<file path="src/verilog/pc_pkg.sv">
package pc_pkg;

	typedef logic [7:0] byte_t;     // Data byte, also one half of the PC
	typedef logic [15:0] addr_t;
	typedef logic [7:0] opcode_t;

	// One Wishbone access per timing state
	typedef enum logic [1:0] {
		t0,     // Opcode fetch
		t1,
		t2,
		t3
	} cycle_t;

	localparam opcode_t op_nop = 8'hea;
	localparam opcode_t op_jmp_abs = 8'h4c;
	localparam opcode_t op_bcc = 8'h90;
	localparam opcode_t op_bcs = 8'hb0;

	// Decode lines from the instruction register and timing state
	typedef struct packed {
		logic jmp_t1;   // JMP fetching the low operand
		logic jmp_t2;   // JMP fetching the high operand and loading the PC
		logic br_t1;    // Branch fetching its offset
		logic br_taken; // Branch sense, taken on carry set
		logic br_fix;   // Branch page correction cycle
	} decode_t;

endpackage

</file>
<file path="src/verilog/pc_bus_if.sv">
interface pc_bus_if;

	logic pcl_inc;
	logic adl_pcl;
	logic pch_inc;
	logic pch_dec;
	logic dl_pch;
	logic adh_pch;
	logic pcl_carry;

	modport ctrl (
		output pcl_inc, adl_pcl, pch_inc, pch_dec, dl_pch, adh_pch,
		input pcl_carry
	);

	// PCL adds the branch offset when pcl_inc and adl_pcl are raised together
	modport low (
		input pcl_inc, adl_pcl,
		output pcl_carry
	);

	modport high (
		input pcl_inc, pch_inc, pch_dec, dl_pch, adh_pch, pcl_carry
	);

endinterface

</file>
<file path="src/verilog/opcode_decode.sv">
module opcode_decode import pc_pkg::*; (
	input logic phi2,
	input logic rst_n,
	input logic advance,
	input cycle_t cycle,
	input byte_t dat,
	output decode_t dec
);

	opcode_t ir;
	logic is_jmp;
	logic is_branch;
	logic is_bcs;

	// The opcode byte sits in the data latch during the cycle after the t0 ack
	always_ff @(posedge phi2 or negedge rst_n) begin
		if (!rst_n) begin
			ir <= op_nop;
		end else if (advance && cycle == t0) begin
			ir <= dat;
		end
	end

	assign is_jmp = (ir == op_jmp_abs);
	assign is_bcs = (ir == op_bcs);
	assign is_branch = (ir == op_bcc) || is_bcs;

	// Anything unknown decodes to no lines at all and runs as a NOP
	always_comb begin
		dec = '0;
		dec.jmp_t1 = is_jmp && (cycle == t1);
		dec.jmp_t2 = is_jmp && (cycle == t2);
		dec.br_t1 = is_branch && (cycle == t1);
		dec.br_taken = is_branch && is_bcs;     // BCC is taken on carry clear
		dec.br_fix = is_branch && (cycle == t3);
	end

endmodule

</file>
<file path="src/verilog/pc_control.sv">
module pc_control import pc_pkg::*; (
	input logic phi2,
	input logic rst_n,
	input logic advance,
	input logic flag_c,
	input decode_t dec,
	output cycle_t cycle,
	output logic sync,
	pc_bus_if.ctrl pcb
);

	cycle_t cycle_next;
	logic running;
	logic taken;

	// Condition code against the opcode sense
	assign taken = dec.br_t1 && (flag_c == dec.br_taken);

	always_ff @(posedge phi2 or negedge rst_n) begin
		if (!rst_n) begin
			cycle <= t0;
			running <= 1'b0;
		end else begin
			running <= 1'b1;    // Rises with the first request
			if (advance) begin
				cycle <= cycle_next;
			end
		end
	end

	assign sync = running && (cycle == t0);

	always_comb begin
		cycle_next = t0;
		case (cycle)
			t0: cycle_next = t1;
			t1: begin
				if (dec.jmp_t1 || taken) begin
					cycle_next = t2;
				end
			end
			t2: begin
				// Only a taken branch can cross a page here
				if (!dec.jmp_t2 && pcb.pcl_carry) begin
					cycle_next = t3;
				end
			end
			default: cycle_next = t0;
		endcase
	end

	// With no strobe raised both halves hold
	always_comb begin
		pcb.pcl_inc = 1'b0;
		pcb.adl_pcl = 1'b0;
		pcb.pch_inc = 1'b0;
		pcb.pch_dec = 1'b0;
		pcb.dl_pch = 1'b0;
		pcb.adh_pch = 1'b0;
		case (cycle)
			t0: pcb.pcl_inc = 1'b1;
			t1: pcb.pcl_inc = dec.jmp_t1 || dec.br_t1;
			t2: begin
				if (dec.jmp_t2) begin
					pcb.adl_pcl = 1'b1;
					pcb.dl_pch = 1'b1;
				end else begin
					// Offset add on PCL while PCH goes round through ADH
					pcb.pcl_inc = 1'b1;
					pcb.adl_pcl = 1'b1;
					pcb.adh_pch = 1'b1;
				end
			end
			t3: begin
				pcb.pch_inc = dec.br_fix && pcb.pcl_carry;
				pcb.pch_dec = dec.br_fix && !pcb.pcl_carry;
			end
			default: ;
		endcase
	end

endmodule

</file>
<file path="src/verilog/pc_low.sv">
module pc_low import pc_pkg::*; #(
	parameter byte_t RESET_LOW = 8'h00
) (
	input logic phi2,
	input logic rst_n,
	input logic advance,
	input byte_t adl,
	input byte_t offset,
	pc_bus_if.low pcb,
	output byte_t pcl
);

	logic add;
	logic [8:0] sum;
	logic carry_q;

	assign add = pcb.pcl_inc && pcb.adl_pcl;

	always_comb begin
		if (add) begin
			sum = {1'b0, pcl} + {1'b0, offset};
		end else begin
			sum = {1'b0, pcl} + 9'd1;
		end
	end

	// A negative offset crosses the page when the unsigned add does not carry
	always_comb begin
		if (add) begin
			pcb.pcl_carry = sum[8] ^ offset[7];
		end else if (pcb.pcl_inc) begin
			pcb.pcl_carry = sum[8];     // Rolling over from FF
		end else begin
			pcb.pcl_carry = carry_q;    // Set for carry, clear for borrow
		end
	end

	always_ff @(posedge phi2 or negedge rst_n) begin
		if (!rst_n) begin
			pcl <= RESET_LOW;
			carry_q <= 1'b0;
		end else if (advance) begin
			if (pcb.pcl_inc) begin
				pcl <= sum[7:0];
			end else if (pcb.adl_pcl) begin
				pcl <= adl;
			end
			if (add) begin
				carry_q <= sum[8];
			end
		end
	end

endmodule

</file>
<file path="src/verilog/pc_high.sv">
module pc_high import pc_pkg::*; #(
	parameter byte_t RESET_HIGH = 8'h02
) (
	input logic phi2,
	input logic rst_n,
	input logic advance,
	input byte_t dl,
	input byte_t adh,
	pc_bus_if.high pcb,
	output byte_t pch
);

	logic step_up;
	logic step_down;

	// Carry from the PCL incrementer, or the page fix after a forward branch
	assign step_up = pcb.pch_inc || (pcb.pcl_inc && pcb.pcl_carry);
	assign step_down = pcb.pch_dec;

	// Loads win over the carry so the offset add never touches PCH
	always_ff @(posedge phi2 or negedge rst_n) begin
		if (!rst_n) begin
			pch <= RESET_HIGH;
		end else if (advance) begin
			if (pcb.dl_pch) begin
				pch <= dl;
			end else if (pcb.adh_pch) begin
				pch <= adh;
			end else if (step_up) begin
				pch <= pch + 8'd1;
			end else if (step_down) begin
				pch <= pch - 8'd1;
			end
		end
	end

endmodule

</file>
<file path="src/verilog/bus_master.sv">
module bus_master import pc_pkg::*; (
	input logic phi2,
	input logic rst_n,
	input addr_t pc,
	input cycle_t cycle,
	output addr_t adr,
	output logic cyc,
	output logic stb,
	output logic we,
	input logic ack,
	input byte_t dat_i,
	output byte_t dl,
	output byte_t adl,
	output logic advance
);

	logic req;
	logic done;

	assign done = req && ack;

	// One idle cycle after every ack, during which the rest of the design steps
	always_ff @(posedge phi2 or negedge rst_n) begin
		if (!rst_n) begin
			req <= 1'b0;
			advance <= 1'b0;
		end else begin
			advance <= done;
			if (done) begin
				req <= 1'b0;
			end else if (!req) begin
				req <= 1'b1;
			end
		end
	end

	// The t1 byte is the JMP low operand or the branch offset
	always_ff @(posedge phi2) begin
		if (done) begin
			dl <= dat_i;
			if (cycle == t1) begin
				adl <= dat_i;
			end
		end
	end

	// The PC only moves on advance, so adr is steady for the whole request
	assign adr = pc;
	assign cyc = req;
	assign stb = req;
	assign we = 1'b0;

endmodule

</file>
<file path="src/verilog/pc_unit_top.sv">
module pc_unit_top import pc_pkg::*; #(
	parameter addr_t RESET_PC = 16'h0200
) (
	input logic phi2,
	input logic rst_n,
	input logic flag_c,
	input byte_t dat_i,
	input logic ack,
	output addr_t adr,
	output logic cyc,
	output logic stb,
	output logic we,
	output logic sync,
	output addr_t pc
);

	cycle_t cycle;
	decode_t dec;
	logic advance;
	byte_t dl;
	byte_t adl;
	byte_t pcl;
	byte_t pch;

	pc_bus_if pcb ();

	assign pc = {pch, pcl};

	opcode_decode u_decode (
		.phi2(phi2),
		.rst_n(rst_n),
		.advance(advance),
		.cycle(cycle),
		.dat(dl),
		.dec(dec)
	);

	pc_control u_control (
		.phi2(phi2),
		.rst_n(rst_n),
		.advance(advance),
		.flag_c(flag_c),
		.dec(dec),
		.cycle(cycle),
		.sync(sync),
		.pcb(pcb.ctrl)
	);

	// The operand latch feeds both ADL and the branch offset
	pc_low #(
		.RESET_LOW(RESET_PC[7:0])
	) u_pcl (
		.phi2(phi2),
		.rst_n(rst_n),
		.advance(advance),
		.adl(adl),
		.offset(adl),
		.pcb(pcb.low),
		.pcl(pcl)
	);

	pc_high #(
		.RESET_HIGH(RESET_PC[15:8])
	) u_pch (
		.phi2(phi2),
		.rst_n(rst_n),
		.advance(advance),
		.dl(dl),
		.adh(pch),  // PCH drives ADH
		.pcb(pcb.high),
		.pch(pch)
	);

	bus_master u_bus (
		.phi2(phi2),
		.rst_n(rst_n),
		.pc(pc),
		.cycle(cycle),
		.adr(adr),
		.cyc(cyc),
		.stb(stb),
		.we(we),
		.ack(ack),
		.dat_i(dat_i),
		.dl(dl),
		.adl(adl),
		.advance(advance)
	);

endmodule

</file>
<file path="config.mk">
export PLATFORM = sky130hd
export DESIGN_NAME = pc_unit_top
export DESIGN_NICKNAME = d
export VERILOG_FILES = /design/src/verilog/pc_pkg.sv /design/src/verilog/pc_bus_if.sv /design/src/verilog/opcode_decode.sv /design/src/verilog/pc_control.sv /design/src/verilog/pc_low.sv /design/src/verilog/pc_high.sv /design/src/verilog/bus_master.sv /design/src/verilog/pc_unit_top.sv
export SDC_FILE = /design/constraint.sdc
export NUM_CORES = 1
export LEC_CHECK = 0
export BUFFER_PORTS_ARGS = -buffer_cell sky130_fd_sc_hd__buf_2
export CORE_MARGIN = 4
export CORE_UTILIZATION = 60
export DETAILED_ROUTE_END_ITERATION = 10
export GPL_TIMING_DRIVEN = 0
export PLACE_DENSITY_LB_ADDON = 0.12
export SLEW_MARGIN = 0
export SYNTH_ARGS = -nofsm -noshare
export SYNTH_HDL_FRONTEND = slang
export SYNTH_SLANG_ARGS = --single-unit
export TNS_END_PERCENT = 1
</file>
<file path="constraint.sdc">
create_clock -name phi2 -period 12.85 [get_ports phi2]
set_clock_uncertainty 0.2 [all_clocks]
set_input_delay 1.9275 -clock phi2 [delete_from_list [all_inputs] [get_ports phi2]]
set_output_delay 1.9275 -clock phi2 [all_outputs]
set_load 0.1 [all_outputs]
</file>
Word level (Yosys, flattened, before mapping)
Index checks and enable logic that the tools add are counted. Widths: inputs -> output; s select.

Multiplexer cells: 21. Reduce and logical (&&, ||, !) cells: 27. Bitwise operators: 1. Equality and inequality tests: 8. $add $sub $neg: 4.

Operators with widths (count): $mux 8 (6); $eq 8x8->1 const B (2); $logic_and 1x1->1 (14); $mux 1 (10); $add 8x1->9 const B (1); $add 8x8->9 (1); $mux 9 (1); $add 8x1->8 const B (1); $eq 8x7->1 const B (1); $sub 8x1->8 const B (1); $pmux 2 s3 (1); $reduce_and 2->1 (3); $eq 2x2->1 const B (2); $logic_or 1x1->1 (4); $mux 2 (2); $pmux 1 s3 (1); $reduce_and 3->1 (1); $reduce_bool 3->1 (1); $eq 2x1->1 const B (1); $logic_not 1->1 (2); $logic_not 2->1 (1); $ne 2x2->1 const B (1); $reduce_bool 2->1 (1); $eq 1x1->1 (1); $xor 1x1->1 (1).

Input port bits: 12. Output and inout port bits: 36. Register bits: 46. Word-level logic and storage cells: 71.

Depth between registers and ports, before layout
Gate-level depths: netlist (run 1).

Depth after elaboration: 16. Gate-level depth with buffers: 21. Gate-level depth less buffers: 19.

By module
A second synthesis (run 1) with hierarchy kept.

Cell total of the unflattened synthesis: 287. Area, all modules: 2961.6 µm².

By module, submodules not included: pc_low (times used 1, area an instance 858.3 µm², cells an instance 97, sequential area each 225.2 µm²); pc_high (times used 1, area an instance 798.3 µm², cells an instance 96, sequential area each 201.4 µm²); bus_master (times used 1, area an instance 690.7 µm², cells an instance 40, sequential area each 530.5 µm²); opcode_decode (times used 1, area an instance 405.4 µm², cells an instance 30, sequential area each 206.4 µm²); pc_control (times used 1, area an instance 209.0 µm², cells an instance 24, sequential area each 75.1 µm²).

Worst setup path after synthesis (run 1)
Ideal clock, no wire load.

Kind: register -> output. From: register u_control.cycle[1]. To: output sync. Buffers on the path: 1. Data arrival time: 2.782 ns. Setup slack: 7.940 ns. Cell stages (with the launch flop): 3. Data required time: 10.722 ns. Cells stage by stage: dfrtp_1 clkbuf_1 nor3b_1.

Cells in the longest elaborated chain, start to end: 2.

RTL lines: start: declaration (line pc_control.sv:7) `output cycle_t cycle,`; start signal: assignment (line pc_control.sv:21) `cycle <= t0;`; start signal: assignment (line pc_control.sv:26) `cycle <= cycle_next;`; $logic_not 2->1 (line pc_control.sv:31) `assign sync = running && (cycle == t0);`; $logic_and 1x1->1 (line pc_control.sv:31); end: declaration (line pc_unit_top.sv:13) `output logic sync,`.

Every way passes these cells.

Worst setup path in the final report (run 1)
From: register u_decode.ir[5]. To: register u_pch.pch[6].

Cells in the longest elaborated chain, start to end: 15. Elaborated cells on any way between the ends: 32. Those cells by class: 4 x eq/ne; 13 x mux; 1 x bitwise; 14 x reduce/logical.

RTL lines: start: declaration (line opcode_decode.sv:10) `opcode_t ir;`; start signal: assignment (line opcode_decode.sv:18) `ir <= op_nop;`; start signal: assignment (line opcode_decode.sv:20) `ir <= dat;`; $eq 8x8->1, on equally long branches (line opcode_decode.sv:26, opcode_decode.sv:25); $logic_or 1x1->1 (line opcode_decode.sv:26) `assign is_branch = (ir == op_bcc) || is_bcs;`; $logic_and 1x1->1 (line opcode_decode.sv:33) `dec.br_t1 = is_branch && (cycle == t1);`; $logic_or 1x1->1 (line pc_control.sv:62) `t1: pcb.pcl_inc = dec.jmp_t1 || dec.br_t1;`; $pmux 1 s3 (line pc_control.sv:60) `case (cycle)`; $logic_and 1x1->1 (line pc_low.sv:17) `assign add = pcb.pcl_inc && pcb.adl_pcl;`; $mux 9 (line pc_low.sv:20) `if (add) begin`; $mux 1 or $xor 1x1->1 (tied branches) (line pc_low.sv:31, pc_low.sv:30); $mux 1 (line pc_low.sv:29) `if (add) begin`; $logic_and 1x1->1 (line pc_control.sv:75) `pcb.pch_inc = dec.br_fix && pcb.pcl_carry;`; $mux 1 (line pc_control.sv:60); $logic_or 1x1->1 (line pc_high.sv:17) `assign step_up = pcb.pch_inc || (pcb.pcl_inc && pcb.pcl_carry);`; $mux 8 (line pc_high.sv:29) `end else if (step_up) begin`; $mux 8 (line pc_high.sv:27) `end else if (pcb.adh_pch) begin`; $mux 8 (line pc_high.sv:25) `if (pcb.dl_pch) begin`; end signal: assignment (line pc_high.sv:26) `pch <= dl;`; end signal: assignment (line pc_high.sv:28) `pch <= adh;`; end signal: assignment (line pc_high.sv:30) `pch <= pch + 8'd1;`; end: declaration (line pc_high.sv:10) `output byte_t pch`.

Several ways; a longest one is shown, not always the timed one. The select of a mux whose other input is x is not followed. A chain may end at the register's enable or synchronous reset.

==> results of run 1 <==
kinds of logic after synthesis:
kind of cell | count (synthesis) | synth area share
adders and majority gates | 16 | 0.0786
buffers and inverters | 39 | 0.0805
muxes | 14 | 0.0572
and+or+nand+nor | 73 | 0.136
other | 2 | 0.00274
DFF | 46 | 0.453
xor gates and xnor gates | 9 | 0.0288
AOI/OAI and AO/OA | 63 | 0.163
routing by layer:
metal  vias to the layer above  global-route usage  part of all wire
met5                         -                   0                 0
met4                         0              0.0680             0.012
met3                         6              0.0369             0.056
met2                        53               0.346              0.48
met1                      1002               0.284              0.45
li1                       1023                   -                 -
worst max-delay path by stage:
stage / start / end / slack (ps)
finish: u_decode.ir[5] / u_pch.pch[6] / 7150
global route: u_decode.ir[5] / u_pch.pch[6] / 6670
CTS: u_decode.ir[5] / u_pch.pch[7] / 7210
detailed placement: u_decode.ir[5] / u_pch.pch[7] / 7300
global placement: u_decode.ir[5] / u_pch.pch[7] / 7280
floorplan: u_control.cycle[1] / sync / 7940
cell type report:
class                           count  area share
Multi-Input combinational cell    177       0.407
Sequential cell                    46       0.394
Timing Repair Buffer               46      0.0733
Buffer                             26      0.0546
Clock buffer                        5      0.0219
Tap cell                           52      0.0207
Inverter                           13      0.0155
Clock inverter                      3      0.0127
per-stage QoR:
step / worst slack [ps] / area, µm² / instances / hold WS, ps / util
6_report: 7150 / 3140 / 368 / 296 / 0.716
5_1_grt: 6670 / 3140 / 368 / 344 / 0.716
4_1_cts: 7210 / 3140 / 368 / 304 / 0.716
3_5_place_dp: 7300 / 3030 / 360 / 284 / 0.691
3_3_place_gp: 7280 / 3030 / 360 / 280 / 0.691
2_1_floorplan: 7940 / 2740 / 262 / 255 / -
sequential cells by signal, summed over array words and instances (netlist names):
signal	cells
u_pcl.pcl	8
u_pch.pch	8
u_control.cycle	2
u_pcl.carry_q	1
u_bus.dl	8
u_bus.cyc	1
u_control.running	1
u_bus.adl	8
u_decode.ir	8
u_bus.advance	1
synth_stat cells (2+ instances only):
master | instances | area, µm²
ha_1 | 14 | 175
conb_1 | 2 | 7.51
dfrtp_1 | 24 | 601
nand2b_1 | 3 | 18.8
a21o_1 | 2 | 15.0
nor2b_1 | 2 | 12.5
clkbuf_1 | 2 | 7.51
edfxtp_1 | 16 | 480
xor2_1 | 6 | 52.6
a31oi_1 | 2 | 12.5
nand3_1 | 5 | 25.0
xnor2_1 | 3 | 26.3
o211ai_1 | 3 | 22.5
inv_1 | 13 | 48.8
and2_1 | 6 | 37.5
o311ai_0 | 2 | 17.5
mux2_2 | 9 | 101
nor2_1 | 28 | 105
o21a_1 | 3 | 22.5
and3_1 | 3 | 18.8
buf_4 | 18 | 135
a211oi_1 | 3 | 22.5
nand2_1 | 12 | 45.0
o21ai_0 | 10 | 50.1
fa_1 | 2 | 40.0
nor3_1 | 4 | 20.0
mux2i_1 | 4 | 40.0
a21oi_1 | 22 | 110
buf_2 | 5 | 25.0
dfstp_2 | 6 | 158
o41ai_1 | 2 | 17.5
critical path: cells and delay by family (launching register included):
kind	cells	cell delay [ps]
compound gates	9	1870
simple gates	5	1050
fa+ha+maj	3	1040
flops	1	560
buf+inv	2	560
mux	1	350
==> out/results.ini, run 1 <==
[status]
run_status=finished, final reports clean

[setup_path]
cp-end-kind=flip-flop
worstSetupPathType=reg -> reg
worst_r2r_endpoint=u_pch.pch[6]
critical_path.max_stage_delay_ps=560
worst_r2r_startpoint=u_decode.ir[5]
worst-endpoint-arrival_ps=5730
critical_path_source_type=flip-flop
r2r_cells=20
worst-r2r-setup-slack_ps=7150
crit_path_top_delay_cell=dfstp_2
timing.critical_path.fanout_max=10
critical_path_rt_ps=12880
critical_path.cell_chain=and4bb_1 > a41oi_2 > buf_1 > nand2b_1 > ha_1 > fa_1 > a211oi_2 > o211ai_2 > a31oi_4 > mux2_4 > nor2_1 > inv_1 > ha_1 > nor2b_1 > o21ai_0 > a21oi_1 > o21ai_0 > nor4bb_1 > a211oi_1 > a21oi_1

[global_routing]
grt_first_pass_wirelength_um=9140
grt_max_degree=31
grt_use_total=0.211
grt_overflow=0
vias_in_the_first_global_route=2001
grt_antenna_before_repair=0

[detailed_routing]
dr_total_vias=2084
route.final.wire_length_um=5410
wl_per_cell_um=14.7
dr.first_iter.drc_count=99
drt_drc_violations_left=0
drt.antenna.violating_nets=0
detail_route.vias_per_cell=5.66
drt_first_pass_iters=4

[clocking]
post_cts_setup_buffer_count=0
postCtsHoldBufs=0
cts-resized-gates=0
ctsHtreeMaxLevel=2
skew_pair_late_insertion_delay_ps=300
clock-root-buffer=clkbuf_8
cts.sinks=46
cts_buffer_depth=2
cts.reportedPaths.clkPinSlew_ps=80
numCtsBuffers=5
tritoncts=built

[floorplan]
row_count=24
core_area_mm2=0.00438
io_pins=48
floorplan.initialDensity=0.624
dieWidth_um=75.5
die-area_mm2=0.00570
fp.dieH_um=75.5

[logic_synthesis]
cells_after_synthesis=262
dominantRegCellSynth=dfrtp_1
synthDistinctLibCells=57
seq_area_frac_synth=0.453
count_of_flip_flops_with_a_built_in_enable_after_synthesis=16
yosysWarningCount=0
postSynthNetCount=290
syn-mean-instance-area_um2=10.4
post_synth_instance_area_mm2=0.00274
postSynth.asyncResetShare=0.652
synth.ff_latch_count=46

[sta]
slew_headroom=0.517
report.final.slew_viol_count=0
max_clock_freq_ghz=0.175
rsz0062_at_grt=no
final-setup-viol-count=0
tightestPinTransition_ps=721
fin_crit_sh=0.444
fin_tns_setup_ps=0
post-route-min-period_ps=5700
timing.final.hold_violations=0

[hold_path]
min_path_type=reg -> reg
whs_endpoint=u_bus.cyc
timing.hold.worst_path_depth=1
worst_hold_startpoint=u_bus.cyc

[layout]
layout_commonest_cell=buf_2
areaGrowthSynthToFinish_pct=14.8
final_cell_mix=51 x buf_2, 28 x nor2_1, 24 x dfrtp_1
final_layout_size_suffix_gt1_frac=0.329
antenna_diodes=0
fill_cells=343
final-seq-area_mm2=0.00124
multiInputGateArea_mm2=0.00128
nets=343

[placed_design]
hpwlAfterDp_um=4170
place.port_buffers=46
gpl.final_weighted_congestion=0.887

[flow_run]
max-cap-violations=0

Power of run 1 is left out: the tool's default activity adds up to more than one toggle a clock period on the data nets, which glitch-free logic cannot reach.
==> run 2, diff against run 1 <==
--- a/config.mk
+++ b/config.mk
@@ -5,9 +5,10 @@
 export SDC_FILE = /design/constraint.sdc
 export NUM_CORES = 1
 export LEC_CHECK = 0
+export ABC_AREA = 1
 export BUFFER_PORTS_ARGS = -buffer_cell sky130_fd_sc_hd__buf_2
 export CORE_MARGIN = 4
-export CORE_UTILIZATION = 60
+export CORE_UTILIZATION = 51
 export DETAILED_ROUTE_END_ITERATION = 10
 export GPL_TIMING_DRIVEN = 0
 export PLACE_DENSITY_LB_ADDON = 0.12
==> constraint.sdc (replaced) <==
create_clock -name phi2 -period 5.1 [get_ports phi2]
set_clock_uncertainty 0.2 [all_clocks]
set_input_delay 0.765 -clock phi2 [delete_from_list [all_inputs] [get_ports phi2]]
set_output_delay 0.765 -clock phi2 [all_outputs]
set_load 0.1 [all_outputs]
==> run 2 against run 1 <==
Global-route usage is 2.2 points lower. Via count is 7.3% higher. Non-clock buffer count down 3. Worst hold slack lost 12 ps. Critical endpoint unchanged. Core utilization decreased by 10 points. Sequential share of layout area is 0.95 points lower. Largest cell class unchanged. Highest routed layer unchanged.
==> out/results.ini, run 2 <==
[sta]
fin_crit_sh=0.923  ; was 0.444
final-setup-viol-count=0  ; unchanged
rsz0062_at_grt=no  ; unchanged
max_clock_freq_ghz=0.212  ; was 0.175 GHz
final.hold.worst_slack_ps=284  ; was 296 ps
post-route-min-period_ps=4710  ; was 5700 ps
slew_headroom=0.232  ; was 0.517
fin_tns_setup_ps=0  ; unchanged
timing.final.hold_violations=0  ; unchanged
report.final.slew_viol_count=0  ; unchanged
worst_slack_ps=390  ; was 7150 ps
tightestPinTransition_ps=1140  ; was 721 ps

[global_routing]
grt_max_degree=31  ; unchanged
grt_most_used_layer=met2  ; unchanged
grt_use_total=0.189  ; was 0.211
grt.met2_usage=0.298  ; was 0.346
grt_first_pass_wirelength_um=9750  ; was 9140 µm
grt_antenna_before_repair=0  ; unchanged
met3_usage=0.0401  ; was 0.0369
gr-usage-met1=0.263  ; was 0.284
grt_overflow=0  ; unchanged
vias_in_the_first_global_route=2165  ; was 2001

[logic_synthesis]
count_of_flip_flops_with_a_built_in_enable_after_synthesis=16  ; unchanged
synthDistinctLibCells=37  ; was 57
post_synth_instance_area_mm2=0.00281  ; was 0.00274 mm²
syn-mean-instance-area_um2=8.66  ; was 10.4 µm²
postSynthNetCount=353  ; was 290
yosys.cell_count.top_type=nand2_1  ; was nor2_1
postSynth.asyncResetShare=0.652  ; unchanged
synth.largest_area_cell=dfrtp_1  ; unchanged
dominantRegCellSynth=dfrtp_1  ; unchanged
cells_after_synthesis=325  ; was 262
synth_top_cell_area_share=0.213  ; was 0.219
synth.area.top_cells=dfrtp_1 21%, edfxtp_1 17%, nand2_1 8.3%, ha_1 6.2%, dfstp_2 5.6%  ; was dfrtp_1 22%, edfxtp_1 18%, ha_1 6.4%, dfstp_2 5.8%, buf_4 4.9%
synth.cells.most_frequent=62 x nand2_1, 32 x inv_1, 28 x a21oi_1, 28 x nor2_1  ; was 28 x nor2_1, 24 x dfrtp_1, 22 x a21oi_1, 18 x buf_4, 16 x edfxtp_1
yosysWarningCount=0  ; unchanged
synth.ff_latch_count=46  ; unchanged
seq_area_frac_synth=0.440  ; was 0.453

[layout]
layout_commonest_cell=nand2_1  ; was buf_2
layout.core_utilization=0.614  ; was 0.716
antenna_diodes=0  ; unchanged
final_layout_size_suffix_gt1_frac=0.285  ; was 0.329
areaGrowthSynthToFinish_pct=14.4  ; was 14.8%
final_cell_mix=62 x nand2_1, 47 x buf_2, 32 x inv_1  ; was 51 x buf_2, 28 x nor2_1, 24 x dfrtp_1
nets=406  ; was 343

[clocking]
clock-root-buffer=clkbuf_8  ; unchanged
ctsHtreeMaxLevel=2  ; unchanged
skew_pair_late_insertion_delay_ps=290  ; was 300 ps
cts_buffer_depth=2  ; unchanged
tritoncts=built  ; unchanged
post_cts_setup_buffer_count=0  ; unchanged
cts.sinks=46  ; unchanged
cts.reportedPaths.clkPinSlew_ps=80  ; about the same
numCtsBuffers=5  ; unchanged

[setup_path]
cp.buffers_inverters=3  ; was 2
timing.critical_path.fanout_max=10  ; unchanged
crit_path_top_delay_cell=dfstp_2  ; unchanged
worstSetupPathType=reg -> reg  ; unchanged
cpMostUsedCell=nand2_1
critical_path.max_stage_delay_ps=530  ; was 560 ps
critical_path_rt_ps=5130  ; was 12880 ps
cp-end-kind=flip-flop  ; unchanged
cpLargestDelayFamily=simple AND/OR/NAND/NOR gates  ; was compound AO/OA/AOI/OAI gates
critical_path_source_type=flip-flop  ; unchanged
worst-endpoint-arrival_ps=4740  ; was 5730 ps

[placed_design]
dp_worst_setup_slack_ps=217  ; was 7300 ps
hpwlAfterDp_um=4490  ; was 4170 µm
gpl.final_weighted_congestion=0.833  ; was 0.887
place.port_buffers=46  ; unchanged

[detailed_routing]
drt_first_pass_iters=4  ; unchanged
route.final.wire_length_um=5770  ; was 5410 µm
drt_drc_violations_left=0  ; unchanged
detail_route.vias_per_cell=4.98  ; was 5.66
dr_total_vias=2236  ; was 2084
dr.first_iter.drc_count=99  ; unchanged
wl_per_cell_um=12.8  ; was 14.7 µm
drt.antenna.violating_nets=0  ; unchanged

[floorplan]
core_area_mm2=0.00524  ; was 0.00438 mm²
io_pins=48  ; unchanged
die-area_mm2=0.00677  ; was 0.00570 mm²
dieWidth_um=82.3  ; was 75.5 µm
floorplan.initialDensity=0.537  ; was 0.624
row_count=26  ; was 24
fp.dieH_um=82.3  ; was 75.5 µm

[flow_run]
max-cap-violations=0  ; unchanged

[hold_path]
min_path_type=reg -> reg  ; unchanged

[status]
run_status=finished, final reports clean  ; unchanged

[run 2: changes by cell type in the layout (fill, tap and decap cells not counted), moves of 4 or more]
| cell | before | now |
|---|---|---|
| and2_1 | 6 | 0 |
| a21oi_1 | 22 | 28 |
| o21ai_2 | 0 | 6 |
| buf_2 | 51 | 47 |
| mux2_2 | 9 | 0 |
| nand3_1 | 5 | 13 |
| o21ai_0 | 10 | 24 |
| nand2_1 | 12 | 62 |
| inv_1 | 13 | 32 |
| inv_2 | 0 | 6 |
[run 2: kinds of logic after synthesis]
| logic type | synth area share |
|---|---|
| AO/OA/AOI/OAI | 0.127 |
| XOR/XNOR | 0.0311 |
| adder cells (fa/ha/maj) | 0.0765 |
| buffers and inverters | 0.113 |
| flip-flops | 0.440 |
| multiplexers | 0.00356 |
| other | 0.00267 |
| AND/OR/NAND/NOR | 0.206 |
[run 2: area by class of cell]
| cell class | instances | area, µm² |
|---|---|---|
| fillers | 482 | 2020 |
| multi-input cells | 217 | 1260 |
| flip-flops and latches | 46 | 1240 |
| repair buffers | 46 | 230 |
| plain buffers | 23 | 171 |
| inverters | 39 | 149 |
| well taps | 70 | 87.6 |
| clock buffers | 8 | 80.1 |
[run 2: metal layers]
metal,routed length [µm],vias to the layer above
met4,57,0
met5,0,-
met3,276,6
li1,-,1152
met2,2720,48
met1,2720,1030
[run 2: per-stage QoR]
stage,cell area (µm²),std cells
finish,3220,449
floorplan,2810,325
detailed placement,3130,441
global placement,3130,441
CTS,3210,449
global route,3220,449
[run 2: worst register-to-register path: stages (launching register included)]
cell	delay (ps)
dfstp_2	530
inv_1	50
nand2_1	70
nor2_1	60
nand2_2	110
nand2_4	90
clkbuf_2	210
or2_2	310
ha_1	210
fa_1	410
nand3_1	100
nand3_1	150
nand3_1	130
nand2_1	120
nand2_1	90
nand3_1	160
nand3_2	230
inv_1	80
fa_1	410
o21ai_0	230
nand2_1	110
nand2_1	80
a21oi_1	70
xor2_1	130
o21ai_0	170
nand3_1	90
nand2_1	60
[run 2: repair_timing]
item / 4_1_cts / 5_1_grt
endpoints found under the setup margin: 0 / 4
gates resized for setup: 0 / 3
endpoints found under the hold margin: 0 / 0
hold buffers: 0 / 0
[run 2: final timing paths]
kind | to | slack (ps) | startpoint | cells past startpoint
max in group asynchronous | u_decode.ir[2] | 3910 | rst_n | 1
min in group asynchronous | u_bus.cyc | 330 | rst_n | 1
min | u_decode.ir[7] | 280 | u_decode.ir[7] | 2
max | u_pch.pch[6] | 390 | u_decode.ir[1] | 26
min reg2reg | u_decode.ir[7] | 280 | u_decode.ir[7] | 2
max reg2reg | u_pch.pch[6] | 390 | u_decode.ir[1] | 26
Power of run 2 is left out for the same reason.
